### src/gat_pkg.sv
package gat_pkg;

  //////////////////////////////////////////////////
  // datapath sizes
  //////////////////////////////////////////////////

  // nodes per graph.
  localparam int unsigned N_NODES = 16;

  // node address width.
  localparam int unsigned NODE_AW = 4;

  //////////////////////////////////////////////////
  // payload types
  //////////////////////////////////////////////////

  typedef logic signed [15:0] feat_t;
  typedef logic signed [15:0] wgt_t;

  // feature times weight.
  typedef logic signed [31:0] wh_t;

  // 4 guard bits, enough for 16 products.
  typedef logic signed [35:0] acc_t;

endpackage

### src/dbg_pkg.sv
package dbg_pkg;

  // node whose product is latched.
  localparam int unsigned CAP_ADDR = 5;

  localparam int unsigned RUN_CNT_W = 16;

  //////////////////////////////////////////////////
  // flag word layout
  //////////////////////////////////////////////////

  typedef logic [7:0] dbg_flags_t;

  localparam int unsigned FLG_LOAD     = 0;
  localparam int unsigned FLG_WR_BUSY  = 1;
  localparam int unsigned FLG_SC_START = 2;
  localparam int unsigned FLG_SC_DONE  = 3;
  localparam int unsigned FLG_AG_START = 4;
  localparam int unsigned FLG_AG_DONE  = 5;
  // bits 6 and 7 unused, read as zero.

endpackage

### src/stage_bus_if.sv
`timescale 1ns/10ps

interface stage_bus_if;

  // one-cycle strobes.
  logic sc_start;
  logic sc_done;
  logic ag_start;
  logic ag_done;

  // level, high while a run is in progress.
  logic busy;

  modport ctrl (
    output sc_start,
    output ag_start,
    output busy,
    input  sc_done,
    input  ag_done
  );

  modport scale (
    input  sc_start,
    output sc_done
  );

  modport aggr (
    input  ag_start,
    output ag_done
  );

  modport mon (
    input  sc_start,
    input  sc_done,
    input  ag_start,
    input  ag_done,
    input  busy
  );

endinterface

### src/bram_sdp.sv
`timescale 1ns/10ps

module bram_sdp #(
  parameter type T = gat_pkg::feat_t
) (
  input  logic                        clk,
  input  logic                        we_i,
  input  logic [gat_pkg::NODE_AW-1:0] waddr_i,
  input  T                            wdata_i,
  input  logic                        re_i,
  input  logic [gat_pkg::NODE_AW-1:0] raddr_i,
  output T                            rdata_o
);

  import gat_pkg::*;

  T mem [N_NODES];

  // write port.
  always_ff @(posedge clk) begin
    if (we_i) begin
      mem[waddr_i] <= wdata_i;
    end
  end

  // read port, one cycle of latency.
  always_ff @(posedge clk) begin
    if (re_i) begin
      rdata_o <= mem[raddr_i];
    end
  end

endmodule

### src/sched_ctrl.sv
`timescale 1ns/10ps

module sched_ctrl (
  input  logic         clk,
  input  logic         rst_n,
  input  logic         start_i,
  stage_bus_if.ctrl    bus,
  output logic         done_o
);

  typedef enum logic [1:0] {
    ST_IDLE   = 2'd0,
    ST_SCALE  = 2'd1,
    ST_AGGR   = 2'd2,
    ST_FINISH = 2'd3
  } state_t;

  state_t state_q;
  state_t state_d;
  logic   sc_start_q;
  logic   sc_start_d;
  logic   ag_start_q;
  logic   ag_start_d;

  //////////////////////////////////////////////////
  // next state
  //////////////////////////////////////////////////

  always_comb begin
    state_d    = state_q;
    sc_start_d = 1'b0;
    ag_start_d = 1'b0;
    case (state_q)
      // finish is the closing cycle; busy is already low there.
      ST_IDLE, ST_FINISH: begin
        if (start_i) begin
          state_d    = ST_SCALE;
          sc_start_d = 1'b1;
        end else begin
          state_d = ST_IDLE;
        end
      end
      ST_SCALE: begin
        if (bus.sc_done) begin
          state_d    = ST_AGGR;
          ag_start_d = 1'b1;
        end
      end
      ST_AGGR: begin
        if (bus.ag_done) begin
          state_d = ST_FINISH;
        end
      end
      default: begin
        state_d = ST_IDLE;
      end
    endcase
  end

  always_ff @(posedge clk or negedge rst_n) begin
    if (!rst_n) begin
      state_q    <= ST_IDLE;
      sc_start_q <= 1'b0;
      ag_start_q <= 1'b0;
    end else begin
      state_q    <= state_d;
      sc_start_q <= sc_start_d;
      ag_start_q <= ag_start_d;
    end
  end

  //////////////////////////////////////////////////
  // outputs
  //////////////////////////////////////////////////

  assign bus.sc_start = sc_start_q;
  assign bus.ag_start = ag_start_q;
  assign bus.busy     = (state_q == ST_SCALE) || (state_q == ST_AGGR);

  // run ends with the aggregation strobe.
  assign done_o = (state_q == ST_AGGR) && bus.ag_done;

endmodule

### src/scale_unit.sv
`timescale 1ns/10ps

module scale_unit (
  input  logic                        clk,
  input  logic                        rst_n,
  stage_bus_if.scale                  bus,
  input  gat_pkg::wgt_t               wgt_i,
  output logic                        feat_re_o,
  output logic [gat_pkg::NODE_AW-1:0] feat_raddr_o,
  input  gat_pkg::feat_t              feat_rdata_i,
  output logic                        wh_we_o,
  output logic [gat_pkg::NODE_AW-1:0] wh_addr_o,
  output gat_pkg::wh_t                wh_data_o
);

  import gat_pkg::*;

  logic               rd_active;
  logic [NODE_AW-1:0] rd_cnt;
  logic               rvld_q;
  logic [NODE_AW-1:0] raddr_q;
  logic               sc_done_q;

  //////////////////////////////////////////////////
  // read issue
  //////////////////////////////////////////////////

  always_ff @(posedge clk or negedge rst_n) begin
    if (!rst_n) begin
      rd_active <= 1'b0;
      rd_cnt    <= '0;
    end else if (bus.sc_start) begin
      rd_active <= 1'b1;
      rd_cnt    <= '0;
    end else if (rd_active) begin
      rd_cnt <= rd_cnt + 1'b1;
      if (rd_cnt == NODE_AW'(N_NODES - 1)) begin
        rd_active <= 1'b0;
      end
    end
  end

  assign feat_re_o    = rd_active;
  assign feat_raddr_o = rd_cnt;

  // address follows the memory latency.
  always_ff @(posedge clk or negedge rst_n) begin
    if (!rst_n) begin
      rvld_q    <= 1'b0;
      wh_we_o   <= 1'b0;
      sc_done_q <= 1'b0;
    end else begin
      rvld_q    <= rd_active;
      wh_we_o   <= rvld_q;
      sc_done_q <= rvld_q && (raddr_q == NODE_AW'(N_NODES - 1));
    end
  end

  always_ff @(posedge clk) begin
    raddr_q   <= rd_cnt;
    wh_addr_o <= raddr_q;
    wh_data_o <= wh_t'(feat_rdata_i) * wh_t'(wgt_i);
  end

  assign bus.sc_done = sc_done_q;

endmodule

### src/aggr_unit.sv
`timescale 1ns/10ps

module aggr_unit (
  input  logic                        clk,
  input  logic                        rst_n,
  stage_bus_if.aggr                   bus,
  output logic                        wh_re_o,
  output logic [gat_pkg::NODE_AW-1:0] wh_raddr_o,
  input  gat_pkg::wh_t                wh_rdata_i,
  output gat_pkg::acc_t               sum_o,
  output gat_pkg::wh_t                max_o
);

  import gat_pkg::*;

  logic               rd_active;
  logic [NODE_AW-1:0] rd_cnt;
  logic               rvld_q;
  logic [NODE_AW-1:0] raddr_q;
  logic               first;
  logic               last;
  acc_t               sum_q;
  acc_t               sum_nxt;
  wh_t                max_q;
  wh_t                max_nxt;
  logic               ag_done_q;

  always_ff @(posedge clk or negedge rst_n) begin
    if (!rst_n) begin
      rd_active <= 1'b0;
      rd_cnt    <= '0;
    end else if (bus.ag_start) begin
      rd_active <= 1'b1;
      rd_cnt    <= '0;
    end else if (rd_active) begin
      rd_cnt <= rd_cnt + 1'b1;
      if (rd_cnt == NODE_AW'(N_NODES - 1)) begin
        rd_active <= 1'b0;
      end
    end
  end

  assign wh_re_o    = rd_active;
  assign wh_raddr_o = rd_cnt;

  always_ff @(posedge clk or negedge rst_n) begin
    if (!rst_n) begin
      rvld_q <= 1'b0;
    end else begin
      rvld_q <= rd_active;
    end
  end

  always_ff @(posedge clk) begin
    raddr_q <= rd_cnt;
  end

  //////////////////////////////////////////////////
  // accumulate
  //////////////////////////////////////////////////

  assign first = (raddr_q == '0);
  assign last  = (raddr_q == NODE_AW'(N_NODES - 1));

  // first product seeds both sum and max.
  assign sum_nxt = first ? acc_t'(wh_rdata_i) : sum_q + acc_t'(wh_rdata_i);
  assign max_nxt = (first || (wh_rdata_i > max_q)) ? wh_rdata_i : max_q;

  always_ff @(posedge clk) begin
    if (rvld_q) begin
      sum_q <= sum_nxt;
      max_q <= max_nxt;
    end
  end

  // results update together with done.
  always_ff @(posedge clk or negedge rst_n) begin
    if (!rst_n) begin
      sum_o     <= '0;
      max_o     <= '0;
      ag_done_q <= 1'b0;
    end else begin
      ag_done_q <= rvld_q && last;
      if (rvld_q && last) begin
        sum_o <= sum_nxt;
        max_o <= max_nxt;
      end
    end
  end

  assign bus.ag_done = ag_done_q;

endmodule

### src/debugger.sv
`timescale 1ns/10ps

module debugger (
  input  logic                          clk,
  input  logic                          rst_n,
  stage_bus_if.mon                      bus,
  input  logic                          feat_we_i,
  input  logic                          wh_we_i,
  input  logic [gat_pkg::NODE_AW-1:0]   wh_addr_i,
  input  gat_pkg::wh_t                  wh_data_i,
  output dbg_pkg::dbg_flags_t           flags_o,
  output logic [dbg_pkg::RUN_CNT_W-1:0] runs_o,
  output gat_pkg::wh_t                  cap_o
);

  import gat_pkg::*;
  import dbg_pkg::*;

  dbg_flags_t           events;
  dbg_flags_t           flags_q;
  logic [RUN_CNT_W-1:0] runs_q;
  wh_t                  cap_q;
  logic                 cap_hit;

  //////////////////////////////////////////////////
  // sticky flags
  //////////////////////////////////////////////////

  always_comb begin
    events               = '0;
    events[FLG_LOAD]     = feat_we_i;
    events[FLG_WR_BUSY]  = feat_we_i && bus.busy;
    events[FLG_SC_START] = bus.sc_start;
    events[FLG_SC_DONE]  = bus.sc_done;
    events[FLG_AG_START] = bus.ag_start;
    events[FLG_AG_DONE]  = bus.ag_done;
  end

  // once set, held until reset.
  always_ff @(posedge clk or negedge rst_n) begin
    if (!rst_n) begin
      flags_q <= '0;
    end else begin
      flags_q <= flags_q | events;
    end
  end

  //////////////////////////////////////////////////
  // run count and capture
  //////////////////////////////////////////////////

  assign cap_hit = wh_we_i && (wh_addr_i == NODE_AW'(CAP_ADDR));

  always_ff @(posedge clk or negedge rst_n) begin
    if (!rst_n) begin
      runs_q <= '0;
      cap_q  <= '0;
    end else begin
      if (bus.sc_start) begin
        runs_q <= runs_q + 1'b1;
      end
      if (cap_hit) begin
        cap_q <= wh_data_i;
      end
    end
  end

  assign flags_o = flags_q;
  assign runs_o  = runs_q;
  assign cap_o   = cap_q;

endmodule

### src/gat_core.sv
`timescale 1ns/10ps

module gat_core (
  input  logic                          clk,
  input  logic                          rst_n,
  input  logic                          start_i,
  input  gat_pkg::wgt_t                 wgt_i,
  input  logic                          feat_we_i,
  input  logic [gat_pkg::NODE_AW-1:0]   feat_addr_i,
  input  gat_pkg::feat_t                feat_data_i,
  output logic                          busy_o,
  output logic                          done_o,
  output gat_pkg::acc_t                 sum_o,
  output gat_pkg::wh_t                  max_o,
  output dbg_pkg::dbg_flags_t           dbg_flags_o,
  output logic [dbg_pkg::RUN_CNT_W-1:0] dbg_runs_o,
  output gat_pkg::wh_t                  dbg_cap_o
);

  import gat_pkg::*;

  logic               feat_re;
  logic [NODE_AW-1:0] feat_raddr;
  feat_t              feat_rdata;
  logic               wh_we;
  logic [NODE_AW-1:0] wh_addr;
  wh_t                wh_data;
  logic               wh_re;
  logic [NODE_AW-1:0] wh_raddr;
  wh_t                wh_rdata;

  stage_bus_if u_bus ();

  sched_ctrl u_sched_ctrl (
    .clk     (clk),
    .rst_n   (rst_n),
    .start_i (start_i),
    .bus     (u_bus.ctrl),
    .done_o  (done_o)
  );

  assign busy_o = u_bus.busy;

  //////////////////////////////////////////////////
  // memories
  //////////////////////////////////////////////////

  bram_sdp #(.T(feat_t)) u_feat_mem (
    .clk     (clk),
    .we_i    (feat_we_i),
    .waddr_i (feat_addr_i),
    .wdata_i (feat_data_i),
    .re_i    (feat_re),
    .raddr_i (feat_raddr),
    .rdata_o (feat_rdata)
  );

  bram_sdp #(.T(wh_t)) u_wh_mem (
    .clk     (clk),
    .we_i    (wh_we),
    .waddr_i (wh_addr),
    .wdata_i (wh_data),
    .re_i    (wh_re),
    .raddr_i (wh_raddr),
    .rdata_o (wh_rdata)
  );

  //////////////////////////////////////////////////
  // stages and debug
  //////////////////////////////////////////////////

  scale_unit u_scale_unit (
    .clk          (clk),
    .rst_n        (rst_n),
    .bus          (u_bus.scale),
    .wgt_i        (wgt_i),
    .feat_re_o    (feat_re),
    .feat_raddr_o (feat_raddr),
    .feat_rdata_i (feat_rdata),
    .wh_we_o      (wh_we),
    .wh_addr_o    (wh_addr),
    .wh_data_o    (wh_data)
  );

  aggr_unit u_aggr_unit (
    .clk        (clk),
    .rst_n      (rst_n),
    .bus        (u_bus.aggr),
    .wh_re_o    (wh_re),
    .wh_raddr_o (wh_raddr),
    .wh_rdata_i (wh_rdata),
    .sum_o      (sum_o),
    .max_o      (max_o)
  );

  debugger u_debugger (
    .clk       (clk),
    .rst_n     (rst_n),
    .bus       (u_bus.mon),
    .feat_we_i (feat_we_i),
    .wh_we_i   (wh_we),
    .wh_addr_i (wh_addr),
    .wh_data_i (wh_data),
    .flags_o   (dbg_flags_o),
    .runs_o    (dbg_runs_o),
    .cap_o     (dbg_cap_o)
  );

endmodule

### config.mk
export PLATFORM = sky130hd
export DESIGN_NAME = gat_core
export DESIGN_NICKNAME = d
export VERILOG_FILES = /design/src/gat_pkg.sv /design/src/dbg_pkg.sv /design/src/stage_bus_if.sv /design/src/bram_sdp.sv /design/src/sched_ctrl.sv /design/src/scale_unit.sv /design/src/aggr_unit.sv /design/src/debugger.sv /design/src/gat_core.sv
export SDC_FILE = /design/constraint.sdc
export NUM_CORES = 2
export LEC_CHECK = 0
export BUFFER_PORTS_ARGS = -buffer_cell sky130_fd_sc_hd__buf_2
export CORE_ASPECT_RATIO = 0.6
export CORE_MARGIN = 1.5
export CORE_UTILIZATION = 25
export CTS_CLUSTER_DIAMETER = 50
export DETAILED_ROUTE_END_ITERATION = 12
export GPL_ROUTABILITY_DRIVEN = 0
export GPL_TIMING_DRIVEN = 0
export PLACE_DENSITY_LB_ADDON = 0.08
export SETUP_SLACK_MARGIN = 0.05
export SKIP_CTS_REPAIR_TIMING = 1
export SLEW_MARGIN = 0
export SYNTH_ARGS = -nofsm -noshare
export SYNTH_HDL_FRONTEND = slang
export SYNTH_HIERARCHICAL = 1
export SYNTH_SLANG_ARGS = --single-unit
### constraint.sdc
create_clock -name clk -period 5.6 [get_ports clk]
set_clock_uncertainty 0.15 [all_clocks]
set_input_delay 1.12 -clock clk [delete_from_list [all_inputs] [get_ports clk]]
set_output_delay 1.12 -clock clk [all_outputs]
set_load 0.01 [all_outputs]
==> results.txt <==
- After the last flow step, the layout net total stands at roughly 4,300.
- Register-to-Register Setup Slack: -0.53 ns
- Routed wirelength normalized by instance count: around 25 um
- Site Rows: 130
- After detailed routing, the number of vias per cell comes to about 4.5.
- Clock-pin transition on the worst setup and hold timing paths: 0.06 ns
* # H-tree levels: 3
* Violations in the final reports: negative setup slack
* Pin count of the biggest net entering global routing: 81
- From left edge to right edge, the die measures 596 um.
- The first global-routing pass estimated 243 mm of wire.
* Maximum clock frequency: between 0.15 and 0.2 GHz
- Via count: approximately 30,000
* Die ar.: 214,000 um^2
* End of the worst register-to-register path: u_scale_unit/wh_data_o[17]
* Met2 usage in global routing: roughly 20%
* Post-synth top flop: edfxtp_1
- Fraction of synthesis flops using an asynchronous set or reset pin: a little over an eighth
* Count of final setup violators: 17
* Least setup slack across all paths after layout: -0.549 ns
- For the worst setup path, the data required time is ~6.0 ns.
- Violation count after the first detailed-route iteration: 2,508
- After layout, the minimum clock period comes to around 6.1 ns.
* Synth Register Bits: 1,069
- CTS sink cnt: roughly 1,100
* Setup crit end kind: register
- Distinct cells, synth: 94
- Area of the placeable core: 210,000 um^2
- In the final layout, the multi-input gates occupy 20,700 um^2.
- The tree is rooted in a clkbuf_16.
- For this run, the number of Yosys warnings is 6.
- Largest fanout on the critical path: 10
- Number of top-level pins: about 170
* Category of the worst setup path launch point: input port
- Headroom to the max-slew limit came out at about 5.7%.
- Result of the run: finished with violations
- Initial antenna violation count: 7
- Global routing's busiest layer: met1
- Data on the critical path arrives at its endpoint at about 6.5 ns.
* Register Area: just over 30,000 um^2
- Die Y-Extent: about 360 um
- Summed over all layers, the global routing overflow is 0.
- Wire length after detailed routing: between 150 and 200 mm
* Drt drc: 0
- The mapped netlist covers roughly 53,000 um^2.
- Length in cells of the worst reg-to-reg path: 15
- Fraction of final layout cells with drive strength greater than 1: ~26%
- Mean Syn Cell Area: around 15 um^2
- TritonCTS built the clock tree.
* Met3 Track Usage GR: 2.96%
- The number of pins with negative max-slew slack in the final report came to 0.
- Top cells by area in the synthesized netlist: edfxtp_1 (50%), fa_1 (10%), mux4_2 (7.8%)
- Total clock buffers created by CTS: between 100 and 150
* Number of global-route vias before repair: just over 30,000
- Fill count: about 21,000
- Global routing used 27.1% of the available met1 tracks.
* Critical path class: input port to register
* Area growth syn-to-layout: 20.5%
- Once the floorplan was initialized, standard cells occupied between 20% and 30% of the core.
- Portion of the post-synthesis area used by sequential elements: 58.6%
* Remaining antenna violation count: 0
* RR Startpoint: u_feat_mem/rdata_o[5]
* DP Wirelength: about 130 mm
- Worst slew pin tran: 1.41 ns
* Post-route clock period utilization: 110%
* Global-route usage over all layers: roughly 16%
- Mapped Cells: between 3,000 and 4,000
- The final-report hold violation count is 0.
* Post-synth top area cell: edfxtp_1
* RSZ-0062 raised after global routing: true
- Detailed Routing Iterations Pass 1: 5
- The synthesized design devotes to its leading area cell type 50.2% of total area.
- In this run, synthesis inferred roughly 880 flip-flops with an integrated enable.
- The min-delay analysis places its worst path in the category input port to async pin.
* Max Cap Viol: 0
- In the final timing run, aggregate negative setup slack is -5.81 ns.
- The count of buffers added on input and output ports is approximately 160.
* Clock latency reported for the late side of the worst-skew pair: 0.73 ns
- Buffers from clock root to sink, at most: 3
synthesized netlist by cell type, drive strengths merged (9+ instances only):
cell and instances:
a211oi 18, a21o 39, a21oi 93, a22oi 96, a31oi 14, and2 141
buf 54, clkbuf 83, dfrtp 141, dfxtp 44, edfxtp 884, fa 263
ha 155, inv 365, mux2 114, mux4 192, nand2 273, nand2b 12
nand3 25, nand4 29, nor2 108, nor2b 9, nor3 30, o211ai 21
o21a 13, o21ai 57, o31ai 12, xnor2 50, xor2 24
cells in the final DEF (no fill, tap or decap), drive strengths merged, types with 50 or more instances in the layout:
cell,count
and2,141
mux2,114
buf,345
mux4,192
o21ai,57
a22oi,96
fa,263
clkbuf,225
nor2,108
xnor2,50
nand2,273
edfxtp,884
dfrtp,141
inv,378
ha,155
a21oi,93
critical path, cell delays in order:
cell and delay (ns):
clkbuf_4 0.19, buf_8 0.17, and2_4 0.16, fa_1 0.55
inv_2 0.05, fa_2 0.56, fa_2 0.44, fa_1 0.55
inv_2 0.05, fa_1 0.47, fa_1 0.52, ha_4 0.21
a2111oi_4 0.44, a211oi_2 0.14, or2_1 0.26, o211ai_1 0.66
sequential cells by signal, indices dropped and copies added (netlist names), 6 cells and up:
register,count
u_aggr_unit/sum_q,36
u_debugger/cap_o,32
u_wh_mem/mem,512
u_debugger/runs_o,16
u_aggr_unit/max_q,32
u_aggr_unit/max_o,32
u_debugger/flags_o,6
u_scale_unit/wh_data_o,32
u_feat_mem/mem,256
u_feat_mem/rdata_o,16
u_aggr_unit/sum_o,36
u_wh_mem/rdata_o,32
worst max-delay path by stage:
stage                            from                          to  slack (ns)
5_1_grt         u_feat_mem/rdata_o[5]  u_scale_unit/wh_data_o[29]       -0.74
6_report                     wgt_i[4]  u_scale_unit/wh_data_o[17]       -0.55
2_1_floorplan               wgt_i[14]  u_scale_unit/wh_data_o[28]       -0.58
3_3_place_gp                 wgt_i[5]  u_scale_unit/wh_data_o[15]       -1.84
4_1_cts        u_feat_mem/rdata_o[15]  u_scale_unit/wh_data_o[27]       -1.66
3_5_place_dp                 wgt_i[5]  u_scale_unit/wh_data_o[16]       -1.89
area by class of cell:
cell class | count | area share (%)
Timing Repair Buffer | 276 | 3.42
Clock buffer | 157 | 5.19
Sequential cell | 1069 | 48.6
Buffer | 139 | 1.55
Antenna cell | 2 | 0.00786
Clock inverter | 64 | 1.12
Tap cell | 2772 | 5.45
Multi-Input combinational cell | 1889 | 32.5
Inverter | 365 | 2.16
stage by stage:
| stage | cell area (um^2) | utilization [%] | hold WS [ns] | cells | setup WS, ns |
|---|---|---|---|---|---|
| floorplan | 53200 | - | 0.180 | 3462 | -0.583 |
| global placement | 57500 | 27.4 | 0.200 | 6397 | -1.84 |
| detailed placement | 58500 | 27.9 | 0.199 | 6445 | -1.89 |
| CTS | 62500 | 29.8 | 0.170 | 6666 | -1.66 |
| global route | 63700 | 30.4 | 0.201 | 6731 | -0.736 |
| finish | 63700 | 30.4 | 0.195 | 6733 | -0.549 |
layer usage:
metal	vias up	wire, um	part of all wire, %
met5	-	0	0
met3	141	8840	5.2
met4	0	2440	1.4
met1	16000	96400	56
li1	13500	-	-
met2	700	63500	37
logic make-up (layout without fill, tap and decap cells):
| group | after synthesis | in the layout | share of synthesized area (%) |
|---|---|---|---|
| AO/OA/AOI/OAI | 407 | 407 | 5.45 |
| XOR/XNOR | 75 | 75 | 1.27 |
| adder cells (fa/ha/maj) | 418 | 418 | 13.6 |
| buffers and inverters | 504 | 1001 | 3.97 |
| flip-flops | 1069 | 1069 | 58.6 |
| multiplexers | 311 | 311 | 10.8 |
| other | 1 | 4 | 0.00710 |
| AND/OR/NAND/NOR | 676 | 676 | 6.27 |
Power is left out: the tool's default activity adds up to more than one toggle a clock period on the data nets, which glitch-free logic cannot reach.
